## config.mk

```make
export PLATFORM = sky130hd
export DESIGN_NAME = ex_stage
export DESIGN_NICKNAME = d
export VERILOG_FILES = /design/src/logic/isa_pkg.sv /design/src/logic/ex_pkg.sv /design/src/logic/ex_acc.sv /design/src/logic/ex_alu.sv /design/src/logic/ex_control.sv /design/src/logic/ex_mul.sv /design/src/logic/ex_stage.sv
export VERILOG_INCLUDE_DIRS = /design/src /design/src/logic
export SDC_FILE = /design/constraint.sdc
export NUM_CORES = 2
export LEC_CHECK = 0
export ABC_AREA = 1
export BUFFER_PORTS_ARGS = -buffer_cell sky130_fd_sc_hd__buf_4
export CAP_MARGIN = 40
export CORE_UTILIZATION = 30
export DETAILED_ROUTE_END_ITERATION = 12
export GPL_TIMING_DRIVEN = 0
export HOLD_SLACK_MARGIN = 0.03
export SYNTH_ARGS = -nofsm -noshare
export SYNTH_HDL_FRONTEND = slang
export SYNTH_SLANG_ARGS = --single-unit
```

## constraint.sdc

```tcl
create_clock -name clk -period 16.4 [get_ports clk]
set_input_delay 1.64 -clock clk [delete_from_list [all_inputs] [get_ports clk]]
set_output_delay 1.64 -clock clk [all_outputs]
set_load 0.05 [all_outputs]
```

## src/logic/ex_defs.svh

```systemverilog
/*
 * Width definitions shared by the execute stage packages and units.
 * Include this header ahead of any package or module that sizes a
 * data word, a register index or a funct field.
 */

`ifndef EX_DEFS_SVH
`define EX_DEFS_SVH

// Data word width, the only width meant to change
`define EX_XLEN 32

`define EX_REGW 5    // Register file index
`define EX_FUNCTW 6  // Funct field of R-type words

`endif

```

## src/logic/isa_pkg.sv

```systemverilog
/*
 * Instruction encoding for the execute stage.
 * SPECIAL and SPECIAL2 reuse funct values, so each class has its own enum
 * and a funct is only meaningful together with its class.
 */

`default_nettype none

`include "ex_defs.svh"

package isa_pkg;

    typedef enum logic {
        SPECIAL  = 1'b0,  // Plain ALU and HI/LO group
        SPECIAL2 = 1'b1   // MUL, MADD, MSUB, CLZ, CLO
    } opClass_e;

    // --------------------------------------------------
    // SPECIAL funct codes
    // --------------------------------------------------
    typedef enum logic [`EX_FUNCTW-1:0] {
        SLLV  = 6'h04, SRLV  = 6'h06, SRAV  = 6'h07,
        MFHI  = 6'h10, MTHI  = 6'h11, MFLO  = 6'h12, MTLO = 6'h13,
        MULT  = 6'h18, MULTU = 6'h19,
        ADD   = 6'h20, ADDU  = 6'h21, SUB   = 6'h22, SUBU = 6'h23,
        AND   = 6'h24, OR    = 6'h25, XOR   = 6'h26, NOR  = 6'h27,
        SLT   = 6'h2a, SLTU  = 6'h2b
    } funct_e;

    // --------------------------------------------------
    // SPECIAL2 funct codes
    // --------------------------------------------------
    typedef enum logic [`EX_FUNCTW-1:0] {
        MADD  = 6'h00,
        MADDU = 6'h01,
        MUL   = 6'h02,
        MSUB  = 6'h04,
        CLZ   = 6'h20,
        CLO   = 6'h21
    } funct2_e;

endpackage

`default_nettype wire
```

## src/logic/ex_pkg.sv

```systemverilog
/*
 * Datapath types of the execute stage: the issued instruction, the flag
 * set, the stage result and the accumulator action code.
 */

`default_nettype none

`include "ex_defs.svh"

package ex_pkg;

    typedef struct packed {
        logic c;  // Carry out
        logic z;  // Zero
        logic o;  // Signed overflow
        logic n;  // Negative
    } exFlags_t;

    // Decoded instruction as it enters the stage
    typedef struct packed {
        isa_pkg::opClass_e      opClass;
        isa_pkg::funct_e        funct;     // SPECIAL2 codes carried as raw bits
        logic [`EX_XLEN-1:0]    a;         // rs value
        logic [`EX_XLEN-1:0]    b;         // rt value
        logic [`EX_REGW-1:0]    dest;
        logic                   regWrite;
        logic [`EX_XLEN-1:0]    pc;
    } exIssue_t;

    typedef struct packed {
        logic [`EX_XLEN-1:0]    value;
        exFlags_t               flags;
        logic [`EX_REGW-1:0]    dest;
        logic                   regWrite;
        logic [`EX_XLEN-1:0]    pc;
    } exResult_t;

    typedef enum logic [2:0] {
        NONE, LOAD_PRODUCT, ADD_PRODUCT, SUB_PRODUCT, WRITE_HI, WRITE_LO
    } accOp_e;

endpackage

`default_nettype wire

```

## src/logic/ex_acc.sv

```systemverilog
/*
 * HI/LO accumulator of the execute stage.
 * Presents the next HI:LO and its flags in the same cycle so the control
 * block can report them, and commits on the clock edge when accWrite is
 * not NONE.
 */

`timescale 1ns/1ps
`default_nettype none

`include "ex_defs.svh"

module ex_acc (
    input  logic                    clk,
    input  logic                    rstN,
    input  ex_pkg::accOp_e          accWrite,
    input  logic [2*`EX_XLEN-1:0]   product,
    input  logic [`EX_XLEN-1:0]     a,
    output logic [`EX_XLEN-1:0]     hi,
    output logic [`EX_XLEN-1:0]     lo,
    output logic [`EX_XLEN-1:0]     nextLo,
    output ex_pkg::exFlags_t        nextFlags
);
    import ex_pkg::*;

    localparam int MSB = `EX_XLEN - 1;

    logic [2*`EX_XLEN-1:0] accQ;    // HI in upper half
    logic [2*`EX_XLEN-1:0] accNext;

    // --------------------------------------------------
    // Next value
    // --------------------------------------------------
    always_comb
    begin
        case (accWrite)
            LOAD_PRODUCT: accNext = product;
            ADD_PRODUCT:  accNext = accQ + product;
            SUB_PRODUCT:  accNext = accQ - product;
            WRITE_HI:     accNext = {a, accQ[MSB:0]};
            WRITE_LO:     accNext = {accQ[2*`EX_XLEN-1:`EX_XLEN], a};
            default:      accNext = accQ;
        endcase
    end

    assign nextLo      = accNext[MSB:0];
    assign nextFlags.c = 1'b0;
    assign nextFlags.o = 1'b0;
    assign nextFlags.z = (accNext == '0);         // Whole 64 bits
    assign nextFlags.n = accNext[2*`EX_XLEN-1];

    // --------------------------------------------------
    // HI/LO registers
    // --------------------------------------------------
    always_ff @(posedge clk or negedge rstN)
    begin
        if (!rstN)
            accQ <= '0;
        else if (accWrite != NONE)
            accQ <= accNext;
    end

    assign hi = accQ[2*`EX_XLEN-1:`EX_XLEN];
    assign lo = accQ[MSB:0];

endmodule

`default_nettype wire

```

## src/logic/ex_alu.sv

```systemverilog
/*
 * Combinational ALU of the execute stage.
 * Covers the SPECIAL arithmetic, logic, compare and shift group plus the
 * SPECIAL2 leading zero and one counts, with c, z, o and n flags.
 */

`timescale 1ns/1ps
`default_nettype none

`include "ex_defs.svh"

module ex_alu (
    input  isa_pkg::funct_e         op,
    input  isa_pkg::opClass_e       opClass,
    input  logic [`EX_XLEN-1:0]     a,
    input  logic [`EX_XLEN-1:0]     b,
    output logic [`EX_XLEN-1:0]     result,
    output ex_pkg::exFlags_t        flags
);
    import isa_pkg::*;

    localparam int MSB  = `EX_XLEN - 1;
    localparam int SHW  = $clog2(`EX_XLEN);
    localparam int CNTW = SHW + 1;

    logic                   subOp;
    logic [`EX_XLEN-1:0]    bOp;
    logic [`EX_XLEN:0]      sum;    // Carry in top bit
    logic                   ovf;
    logic [SHW-1:0]         shamt;

    // Run of bitVal starting at the MSB
    function automatic logic [CNTW-1:0] leadCount(input logic [`EX_XLEN-1:0] w,
                                                  input logic bitVal);
        logic [CNTW-1:0] cnt;
        logic            stop;
        cnt  = '0;
        stop = 1'b0;
        for (int i = MSB; i >= 0; i--)
        begin
            if (!stop && (w[i] == bitVal))
                cnt = cnt + 1'b1;
            else
                stop = 1'b1;
        end
        return cnt;
    endfunction

    assign subOp = (opClass == SPECIAL) && ((op == SUB) || (op == SUBU));
    assign bOp   = subOp ? ~b : b;
    assign sum   = {1'b0, a} + {1'b0, bOp} + {{`EX_XLEN{1'b0}}, subOp};
    assign ovf   = (a[MSB] == bOp[MSB]) && (sum[MSB] != a[MSB]);
    assign shamt = a[SHW-1:0];  // MIPS takes the amount from rs

    always_comb
    begin
        result = '0;
        flags  = '0;

        if (opClass == SPECIAL)
        begin
            case (op)
                ADD, SUB:
                begin
                    result  = sum[MSB:0];
                    flags.c = sum[`EX_XLEN];
                    flags.o = ovf;
                end
                ADDU, SUBU:
                begin
                    result  = sum[MSB:0];
                    flags.c = sum[`EX_XLEN];
                end
                AND:  result = a & b;
                OR:   result = a | b;
                XOR:  result = a ^ b;
                NOR:  result = ~(a | b);
                SLT:  result = {{MSB{1'b0}}, $signed(a) < $signed(b)};
                SLTU: result = {{MSB{1'b0}}, a < b};
                SLLV: result = b << shamt;
                SRLV: result = b >> shamt;
                SRAV: result = $signed(b) >>> shamt;
                default: ;
            endcase
        end
        else
        begin
            case (funct2_e'(op))
                CLZ:     result = {{(`EX_XLEN-CNTW){1'b0}}, leadCount(a, 1'b0)};
                CLO:     result = {{(`EX_XLEN-CNTW){1'b0}}, leadCount(a, 1'b1)};
                default: ;
            endcase
        end

        flags.z = (result == '0);
        flags.n = result[MSB];
    end

endmodule

`default_nettype wire

```

## src/logic/ex_control.sv

```systemverilog
/*
 * Execute control: decodes class and funct, picks the ALU, accumulator or
 * product as the result, and gates regWrite for accumulator writes.
 * Purely combinational; the valid flag stays with the top level.
 */

`timescale 1ns/1ps
`default_nettype none

`include "ex_defs.svh"

module ex_control (
    input  ex_pkg::exIssue_t        instr,
    input  logic [`EX_XLEN-1:0]     aluResult,
    input  ex_pkg::exFlags_t        aluFlags,
    input  logic [2*`EX_XLEN-1:0]   product,
    input  logic [`EX_XLEN-1:0]     hi,
    input  logic [`EX_XLEN-1:0]     lo,
    input  logic [`EX_XLEN-1:0]     accNextLo,
    input  ex_pkg::exFlags_t        accNextFlags,
    output logic                    signedOp,
    output ex_pkg::accOp_e          accWrite,
    output ex_pkg::exResult_t       result
);
    import isa_pkg::*;
    import ex_pkg::*;

    localparam int MSB = `EX_XLEN - 1;

    // z and n of a plain register read
    function automatic exFlags_t readFlags(input logic [`EX_XLEN-1:0] v);
        exFlags_t f;
        f   = '0;
        f.z = (v == '0);
        f.n = v[MSB];
        return f;
    endfunction

    always_comb
    begin
        result      = '0;           // Unknown funct stays all zero
        result.dest = instr.dest;
        result.pc   = instr.pc;
        accWrite    = NONE;
        signedOp    = 1'b1;         // Only MULTU and MADDU clear it

        if (instr.opClass == SPECIAL)
        begin
            case (instr.funct)
                ADD, ADDU, SUB, SUBU, AND, OR, XOR, NOR,
                SLT, SLTU, SLLV, SRLV, SRAV:
                begin
                    result.value    = aluResult;
                    result.flags    = aluFlags;
                    result.regWrite = instr.regWrite;
                end
                MFHI:
                begin
                    result.value    = hi;
                    result.flags    = readFlags(hi);
                    result.regWrite = instr.regWrite;
                end
                MFLO:
                begin
                    result.value    = lo;
                    result.flags    = readFlags(lo);
                    result.regWrite = instr.regWrite;
                end
                MULT: accWrite = LOAD_PRODUCT;
                MULTU:
                begin
                    signedOp = 1'b0;
                    accWrite = LOAD_PRODUCT;
                end
                MTHI: accWrite = WRITE_HI;
                MTLO: accWrite = WRITE_LO;
                default: ;
            endcase
        end
        else
        begin
            case (funct2_e'(instr.funct))
                CLZ, CLO:
                begin
                    result.value    = aluResult;
                    result.flags    = aluFlags;
                    result.regWrite = instr.regWrite;
                end
                MUL:
                begin
                    result.value    = product[MSB:0];
                    result.flags.c  = |product[2*`EX_XLEN-1:`EX_XLEN];
                    result.flags.o  = |product[2*`EX_XLEN-1:`EX_XLEN];
                    result.flags.z  = (product[MSB:0] == '0);
                    result.flags.n  = product[MSB];
                    result.regWrite = instr.regWrite;
                end
                MADD: accWrite = ADD_PRODUCT;
                MADDU:
                begin
                    signedOp = 1'b0;
                    accWrite = ADD_PRODUCT;
                end
                MSUB: accWrite = SUB_PRODUCT;
                default: ;
            endcase
        end

        // Accumulator writes report the new LO, regWrite stays low
        if (accWrite != NONE)
        begin
            result.value = accNextLo;
            result.flags = accNextFlags;
        end
    end

endmodule

`default_nettype wire

```

## src/logic/ex_mul.sv

```systemverilog
/*
 * Combinational 32x32 multiplier giving the full 64-bit product.
 * signedOp picks sign or zero extension of both operands, so one
 * signed multiply serves MULT, MULTU, MUL, MADD, MADDU and MSUB.
 */

`timescale 1ns/1ps
`default_nettype none

`include "ex_defs.svh"

module ex_mul (
    input  logic [`EX_XLEN-1:0]     a,
    input  logic [`EX_XLEN-1:0]     b,
    input  logic                    signedOp,
    output logic [2*`EX_XLEN-1:0]   product
);

    localparam int MSB = `EX_XLEN - 1;

    // One extra bit each so unsigned values stay positive
    logic signed [`EX_XLEN:0]       aExt;
    logic signed [`EX_XLEN:0]       bExt;
    logic signed [2*`EX_XLEN-1:0]   full;

    // --------------------------------------------------
    // Operand extension
    // --------------------------------------------------
    assign aExt = {signedOp & a[MSB], a};
    assign bExt = {signedOp & b[MSB], b};

    // --------------------------------------------------
    // Product
    // --------------------------------------------------
    assign full = aExt * bExt;      // Low 64 bits of the extended product

    assign product = full;

endmodule

`default_nettype wire

```

## src/logic/ex_stage.sv

```systemverilog
/*
 * Top level of the execute stage: issue register, the parallel compute
 * units and the result register. Two cycles from inValid to outValid,
 * one instruction per cycle, no back-pressure.
 */

`timescale 1ns/1ps
`default_nettype none

`include "ex_defs.svh"

module ex_stage (
    input  logic                clk,
    input  logic                rstN,
    input  logic                inValid,
    input  ex_pkg::exIssue_t    inInstr,
    output logic                outValid,
    output ex_pkg::exResult_t   outResult
);
    import ex_pkg::*;

    logic                       issueValid;
    exIssue_t                   issueQ;

    logic [`EX_XLEN-1:0]        aluResult;
    exFlags_t                   aluFlags;
    logic                       signedOp;
    logic [2*`EX_XLEN-1:0]      product;
    logic [`EX_XLEN-1:0]        hi;
    logic [`EX_XLEN-1:0]        lo;
    logic [`EX_XLEN-1:0]        accNextLo;
    exFlags_t                   accNextFlags;
    accOp_e                     accReq;
    accOp_e                     accGated;
    exResult_t                  ctrlResult;

    // --------------------------------------------------
    // Issue register
    // --------------------------------------------------
    always_ff @(posedge clk or negedge rstN)
    begin
        if (!rstN)
        begin
            issueValid <= 1'b0;
            issueQ     <= '0;
        end
        else
        begin
            issueValid <= inValid;
            issueQ     <= inInstr;
        end
    end

    ex_alu uAlu (
        .op      (issueQ.funct),
        .opClass (issueQ.opClass),
        .a       (issueQ.a),
        .b       (issueQ.b),
        .result  (aluResult),
        .flags   (aluFlags)
    );

    ex_mul uMul (
        .a        (issueQ.a),
        .b        (issueQ.b),
        .signedOp (signedOp),
        .product  (product)
    );

    // HI/LO only move for a valid instruction
    assign accGated = issueValid ? accReq : NONE;

    ex_acc uAcc (
        .clk       (clk),
        .rstN      (rstN),
        .accWrite  (accGated),
        .product   (product),
        .a         (issueQ.a),
        .hi        (hi),
        .lo        (lo),
        .nextLo    (accNextLo),
        .nextFlags (accNextFlags)
    );

    ex_control uCtrl (
        .instr        (issueQ),
        .aluResult    (aluResult),
        .aluFlags     (aluFlags),
        .product      (product),
        .hi           (hi),
        .lo           (lo),
        .accNextLo    (accNextLo),
        .accNextFlags (accNextFlags),
        .signedOp     (signedOp),
        .accWrite     (accReq),
        .result       (ctrlResult)
    );

    // --------------------------------------------------
    // Result register
    // --------------------------------------------------
    always_ff @(posedge clk or negedge rstN)
    begin
        if (!rstN)
        begin
            outValid  <= 1'b0;
            outResult <= '0;
        end
        else
        begin
            outValid <= issueValid;
            if (issueValid)
                outResult <= ctrlResult;  // Holds the last result when idle
        end
    end

endmodule

`default_nettype wire

```

==> Word level (Yosys, flattened, before mapping) <==
Cells that the tools add are included.
W data, S select, Z words.
{ "totals": {"regBits": 249, "in_bits": 112, "output_inout_bits": 75} }
{ "op_classes": {"n_addsub": 66, "n_mul": 1, "magnitude_cmp": 2, "eq_ne": 28, "shift": 3, "n_mux": 397, "bitwise_logic": 39, "reduce_logical": 144} }
{ "ops": {"columns": ["operator", "n"], "rows": [
  ["$mux W6", 186],
  ["$add A6 B1 Y6 const B", 62],
  ["$pmux W32 S10", 1],
  ["$pmux W64 S5", 1],
  ["$mux W1", 198],
  ["$logic_not A32 Y1", 4],
  ["$pmux W36 S3", 1],
  ["$mux W36", 2],
  ["$pmux W36 S2", 1],
  ["$add A64 B64 Y64", 1],
  ["$logic_and A1 B1 Y1", 64],
  ["$logic_not A64 Y1", 1],
  ["$lt A32 B32 Y1", 2],
  ["$mul A33 B33 Y64", 1],
  ["$mux W32", 2],
  ["$not A32 Y32", 2],
  ["$sub A64 B64 Y64", 1],
  ["$logic_not A1 Y1", 62],
  ["$eq A6 B6 Y1 const B", 10],
  ["$eq A6 B5 Y1 const B", 6],
  ["$add A32 B32 Y33", 1],
  ["$add A33 B1 Y33", 1],
  ["$and A32 B32 Y32", 1],
  ["$not A1 Y1", 32],
  ["other kinds (27)", 37]
]} }

==> Depth between registers and ports, before layout <==
{ "logic_depth": {"ltp_word": 162, "depth_mapped": 113, "mapped_depth_nobuf": 112} }

==> Modules after synthesis <==
Synthesis repeated with hierarchy kept, for this count alone.
{ "hier_totals": {"cells_unflattened": 11320, "hier_area_um2": 76283.2} }
{ "by_module_without_submodules": {"columns": ["mod", "n_inst", "cells_per_inst", "area_per_inst_um2", "seq_area_each_um2"], "rows": [
  ["ex_mul", 1, 5237, 40512.6, 0.0],
  ["ex_alu", 1, 2783, 15085.7, 0.0],
  ["ex_acc", 1, 2328, 12346.8, 1601.5],
  ["ex_stage", 1, 431, 5624.1, 4629.4],
  ["ex_control", 1, 541, 2713.9, 0.0]
]} }

==> Least setup slack after synthesis <==
Ideal clock, no wire load.
{ "synth_timing": {"path_type": "register -> register", "from": "register issueQ[100] in the netlist's numbering", "to": "register outResult[40] in the netlist's numbering", "setup_ns": 0.065, "arrival_ns": 15.606, "required_ns": 16.335, "path_slack_ns": 0.729, "path_stages_with_launch": 110, "cell_sequence": "dfrtp_1 > buf_6 > inv_1 > a21oi_1 > ha_1 > inv_1 > a21oi_1 > o21a_1 > ha_1 > nand2_1 > nand2_1 > ha_1 > inv_1 > o21ai_0 > ha_1 > nand2_1 > nand2_1 > ha_1 > [... 74 more ...] > nand2_1 > nand2_1 > ha_1 > o21ai_0 > inv_1 > nand2_1 > nand2_1 > nand2_1 > nand3_1 > a21oi_1 > nand2_1 > a21oi_2 > nand3_1 > nand2_1 > nand2_1 > nand2_1 > nand2_1 > nand2_1"} }
{ "synth_via": {"elab_chain_len": 159, "word_cells_on_any_way": 567} }
{ "synth_rtl": {"columns": ["item", "line_no", "source"], "rows": [
  ["start: declaration", "ex_stage.sv:23", "exIssue_t issueQ;"],
  ["start signal: assignment", "ex_stage.sv:50", "issueQ <= inInstr;"],
  ["parallel branches: the longest is 158 deep, another holds $add A6 B1 Y6", null, null],
  ["$mux W36 (*)", "ex_control.sv:110", "if (accWrite != NONE)"],
  ["end signal: assignment", "ex_stage.sv:113", "outResult <= ctrlResult;"],
  ["end: declaration", "ex_stage.sv:18", "output ex_pkg::exResult_t outResult"]
]} }
Every way passes the cells marked *. The select of a mux whose other input is x is not followed.
A chain may end at the register's enable or synchronous reset.

==> Worst setup path in the final report <==
{ "layout_timing": {"from": "register issueQ[101] in the netlist's numbering", "to": "register outResult[40] in the netlist's numbering"} }
{ "layout_via": {"elab_chain_len": 162, "word_cells_on_any_way": 583} }
{ "layout_rtl": {"columns": ["item", "line_no"], "rows": [
  ["parallel branches: the longest is 161 deep, another holds $add A6 B1 Y6", null],
  ["$mux W36 (*)", "ex_control.sv:110"]
]} }
Marked as above.

==> out/metrics.yaml <==
fmax_mhz: 63.6
drc: 0
ys_ff_latch: 249
crit_fanout: 4
worst-endpoint-required_ps: 17020
num_vias: 63100
tightest_slew_ps: 1160
skew_ps: 85.8
cts_buffers: 35
ys_types: 65
layout-drive-gt1-share_pct: 9.52
cp.depth: 111
fin_nets: 10900
clock_sinks: 249
drtPass1Iterations: 6
critPathCaptureType: "flip-flop"
grt_pass1_vias: 63100
path_common_cell: "nand2_1"
syn_area_um2: 65800
vias_per_cell: 5.20
coreArea_um2: 218000
overflow: 0
drv_slew: 0
setup_viol: 0
die_area_um2: 221000
start_util_pct: 30.2
h-tree-depth: 2
wl_per_cell_um: 27.8
ctsHoldBuffers: 0
hold_violations: 0
fp.dieW_um: 470
critPathSlowestCell: "dfrtp_2"
dp_hpwl_mm: 292
syn_avg_cell_area_um2: 7.51
clkLatencyLatePin_ps: 690
io_buffers: 186
cap_violations: 0
antenna_found_initial: 27
nFillCells: 23100
gp_congestion: 1.05
die_h_um: 470
worstRegToRegCells: 111
drt_wl_total_mm: 337
seq_area_um2: 6240
holdPathStages: 2
syn_inst: 8760
startpoint_type: "flip-flop"
slowest_delay_ps: 470
grt_pass1_wl_mm: 474
mostFrequentLayoutCells: "nand2_1, inv_1, fa_1, ha_1, nor2_1"
fin_crit_sh_pct: 95.8
synth_nets: 10500
ys_warn_count: 0
hp-class: "flip-flop to flip-flop"
yosysSeqAreaShare_pct: 9.47
outcome: "finished clean"
pin_count: 187
synth_ff_type: "dfrtp_1"
antenna_left: 0
clock-root-buffer: "clkbuf_16"
crit_family: "adder cells"
drtIter0Drc: 6734
crit_type: "flip-flop to flip-flop"
grt_util_all_layers_pct: 30.3
cts.clk_slew.worst_paths_ps: 70
relSlewSlack_pct: 22.4
rows: 171
async_flop_share_pct: 100
final_common_cell: "nand2_1"
post-route-min-period_ps: 15710
grt_max_degree: 103
worst-path-buf-inv: 18
arrival_ps: 16330
finalSetupTns_ps: 0
synth-edff-count: 0
cts_tree: "yes"
clockBufferDepth: 3
syn_to_final_growth_pct: 14.8
multi_input_area_um2: 50900
-- metrics by stage --
stage / setup slack [ps] / area [um^2] / std cells / utilization [%] / hold slack [ps]
CTS: 0.773 / 74900 / 12100 / 34.4 / 384
detailed placement: -1550 / 73100 / 12000 / 33.6 / 435
finish: 687 / 75500 / 12100 / 34.7 / 381
global route: -81.4 / 75500 / 12100 / 34.7 / 425
floorplan: 729 / 65800 / 8760 / - / 425
global placement: -2280 / 70800 / 11800 / 32.5 / 429
-- synth_stat cells (10+ instances only) --
master	number	area, um^2
inv_2	41	154
fa_1	1127	22600
a22oi_1	22	165
o2111ai_1	47	412
o21bai_1	11	82.6
nand2_1	2227	8360
nor2_4	34	383
buf_1	25	93.8
nor2_1	426	1600
nand3_2	15	150
a21boi_0	13	97.6
nand4_1	80	500
dfrtp_1	249	6230
nor3_1	57	285
or2_2	44	275
o31ai_1	14	105
xor2_1	148	1300
clkinv_1	16	60.1
nand2_2	33	206
a21oi_1	369	1850
a31oi_1	15	93.8
o21ai_0	358	1790
a221oi_1	39	342
nor4_1	25	156
nand3_1	270	1350
xnor2_1	63	552
o21a_1	17	128
clkbuf_8	10	138
o221ai_1	19	166
mux2i_1	10	100
a211oi_1	11	82.6
a2111oi_0	10	87.6
o211ai_1	31	233
clkbuf_1	317	1190
ha_1	461	5770
buf_6	34	383
o22ai_1	55	344
inv_1	1938	7270
-- cell families (layout without fill, tap and decap cells) --
group / Yosys count / count (layout) / share of synthesized area [%]
flip-flops: 249 / 249 / 9.47
multiplexers: 10 / 10 / 0.152
other: 0 / 17 / 0
buffers and inverters: 2388 / 2890 / 14.2
adder cells (fa/ha/maj): 1588 / 1588 / 43.1
AND/OR/NAND/NOR: 3248 / 3248 / 20.8
AO/OA/AOI/OAI: 1066 / 1066 / 9.50
XOR/XNOR: 211 / 211 / 2.81
-- sequential cells by signal, indices dropped and copies added (netlist names) --
name / cells
outResult: 74
uAcc.accQ: 64
issueValid: 1
outValid: 1
issueQ: 109
-- worst paths after layout --
path,slack [ps],from,endpoint
max,690,issueQ[101]$_DFF_PN0_,outResult[40]$_DFFE_PN0P_
min,380,issueQ[33]$_DFF_PN0_,outResult[33]$_DFFE_PN0P_
max reg2reg,690,issueQ[101]$_DFF_PN0_,outResult[40]$_DFFE_PN0P_
min reg2reg,380,issueQ[33]$_DFF_PN0_,outResult[33]$_DFFE_PN0P_
max in group asynchronous,13950,rstN,issueQ[45]$_DFF_PN0_
min in group asynchronous,900,rstN,issueQ[20]$_DFF_PN0_
-- area by class of cell --
cell class              count  share of cell area [%]
inverters                1997                    9.95
clock buffers              42                    1.21
clock inverters            19                   0.356
diodes                     17                  0.0563
plain buffers             385                    2.48
multi-input cells        6123                    67.4
repair buffers            447                    5.56
well taps                2854                    4.73
flip-flops and latches    249                    8.26
-- routing by layer --
metal / up-vias / track usage (%) / share of wire (%)
li1: 27600 / - / -
met2: 2993 / 45.7 / 43
met5: - / 0 / 0.011
met1: 32000 / 41.7 / 43
met4: 6 / 14.8 / 5.8
met3: 527 / 5.12 / 8.6
-- worst register-to-register path: cells and delay by family, from the launching register on --
family,cells,cell delay [ps]
DFF,1,470
adders and majority gates,27,7050
AOI/OAI and AO/OA,7,830
buffers and inverters,18,1410
and+or+nand+nor,59,5960
-- timing repair --
action	4_1_cts	5_1_grt
pin swaps	36	66
resized for setup	81	101
buffers inserted	49	16
setup endpoints to repair	12	7
Power is left out: the tool's default activity adds up to more than one toggle a clock period on the data nets, which glitch-free logic cannot reach.
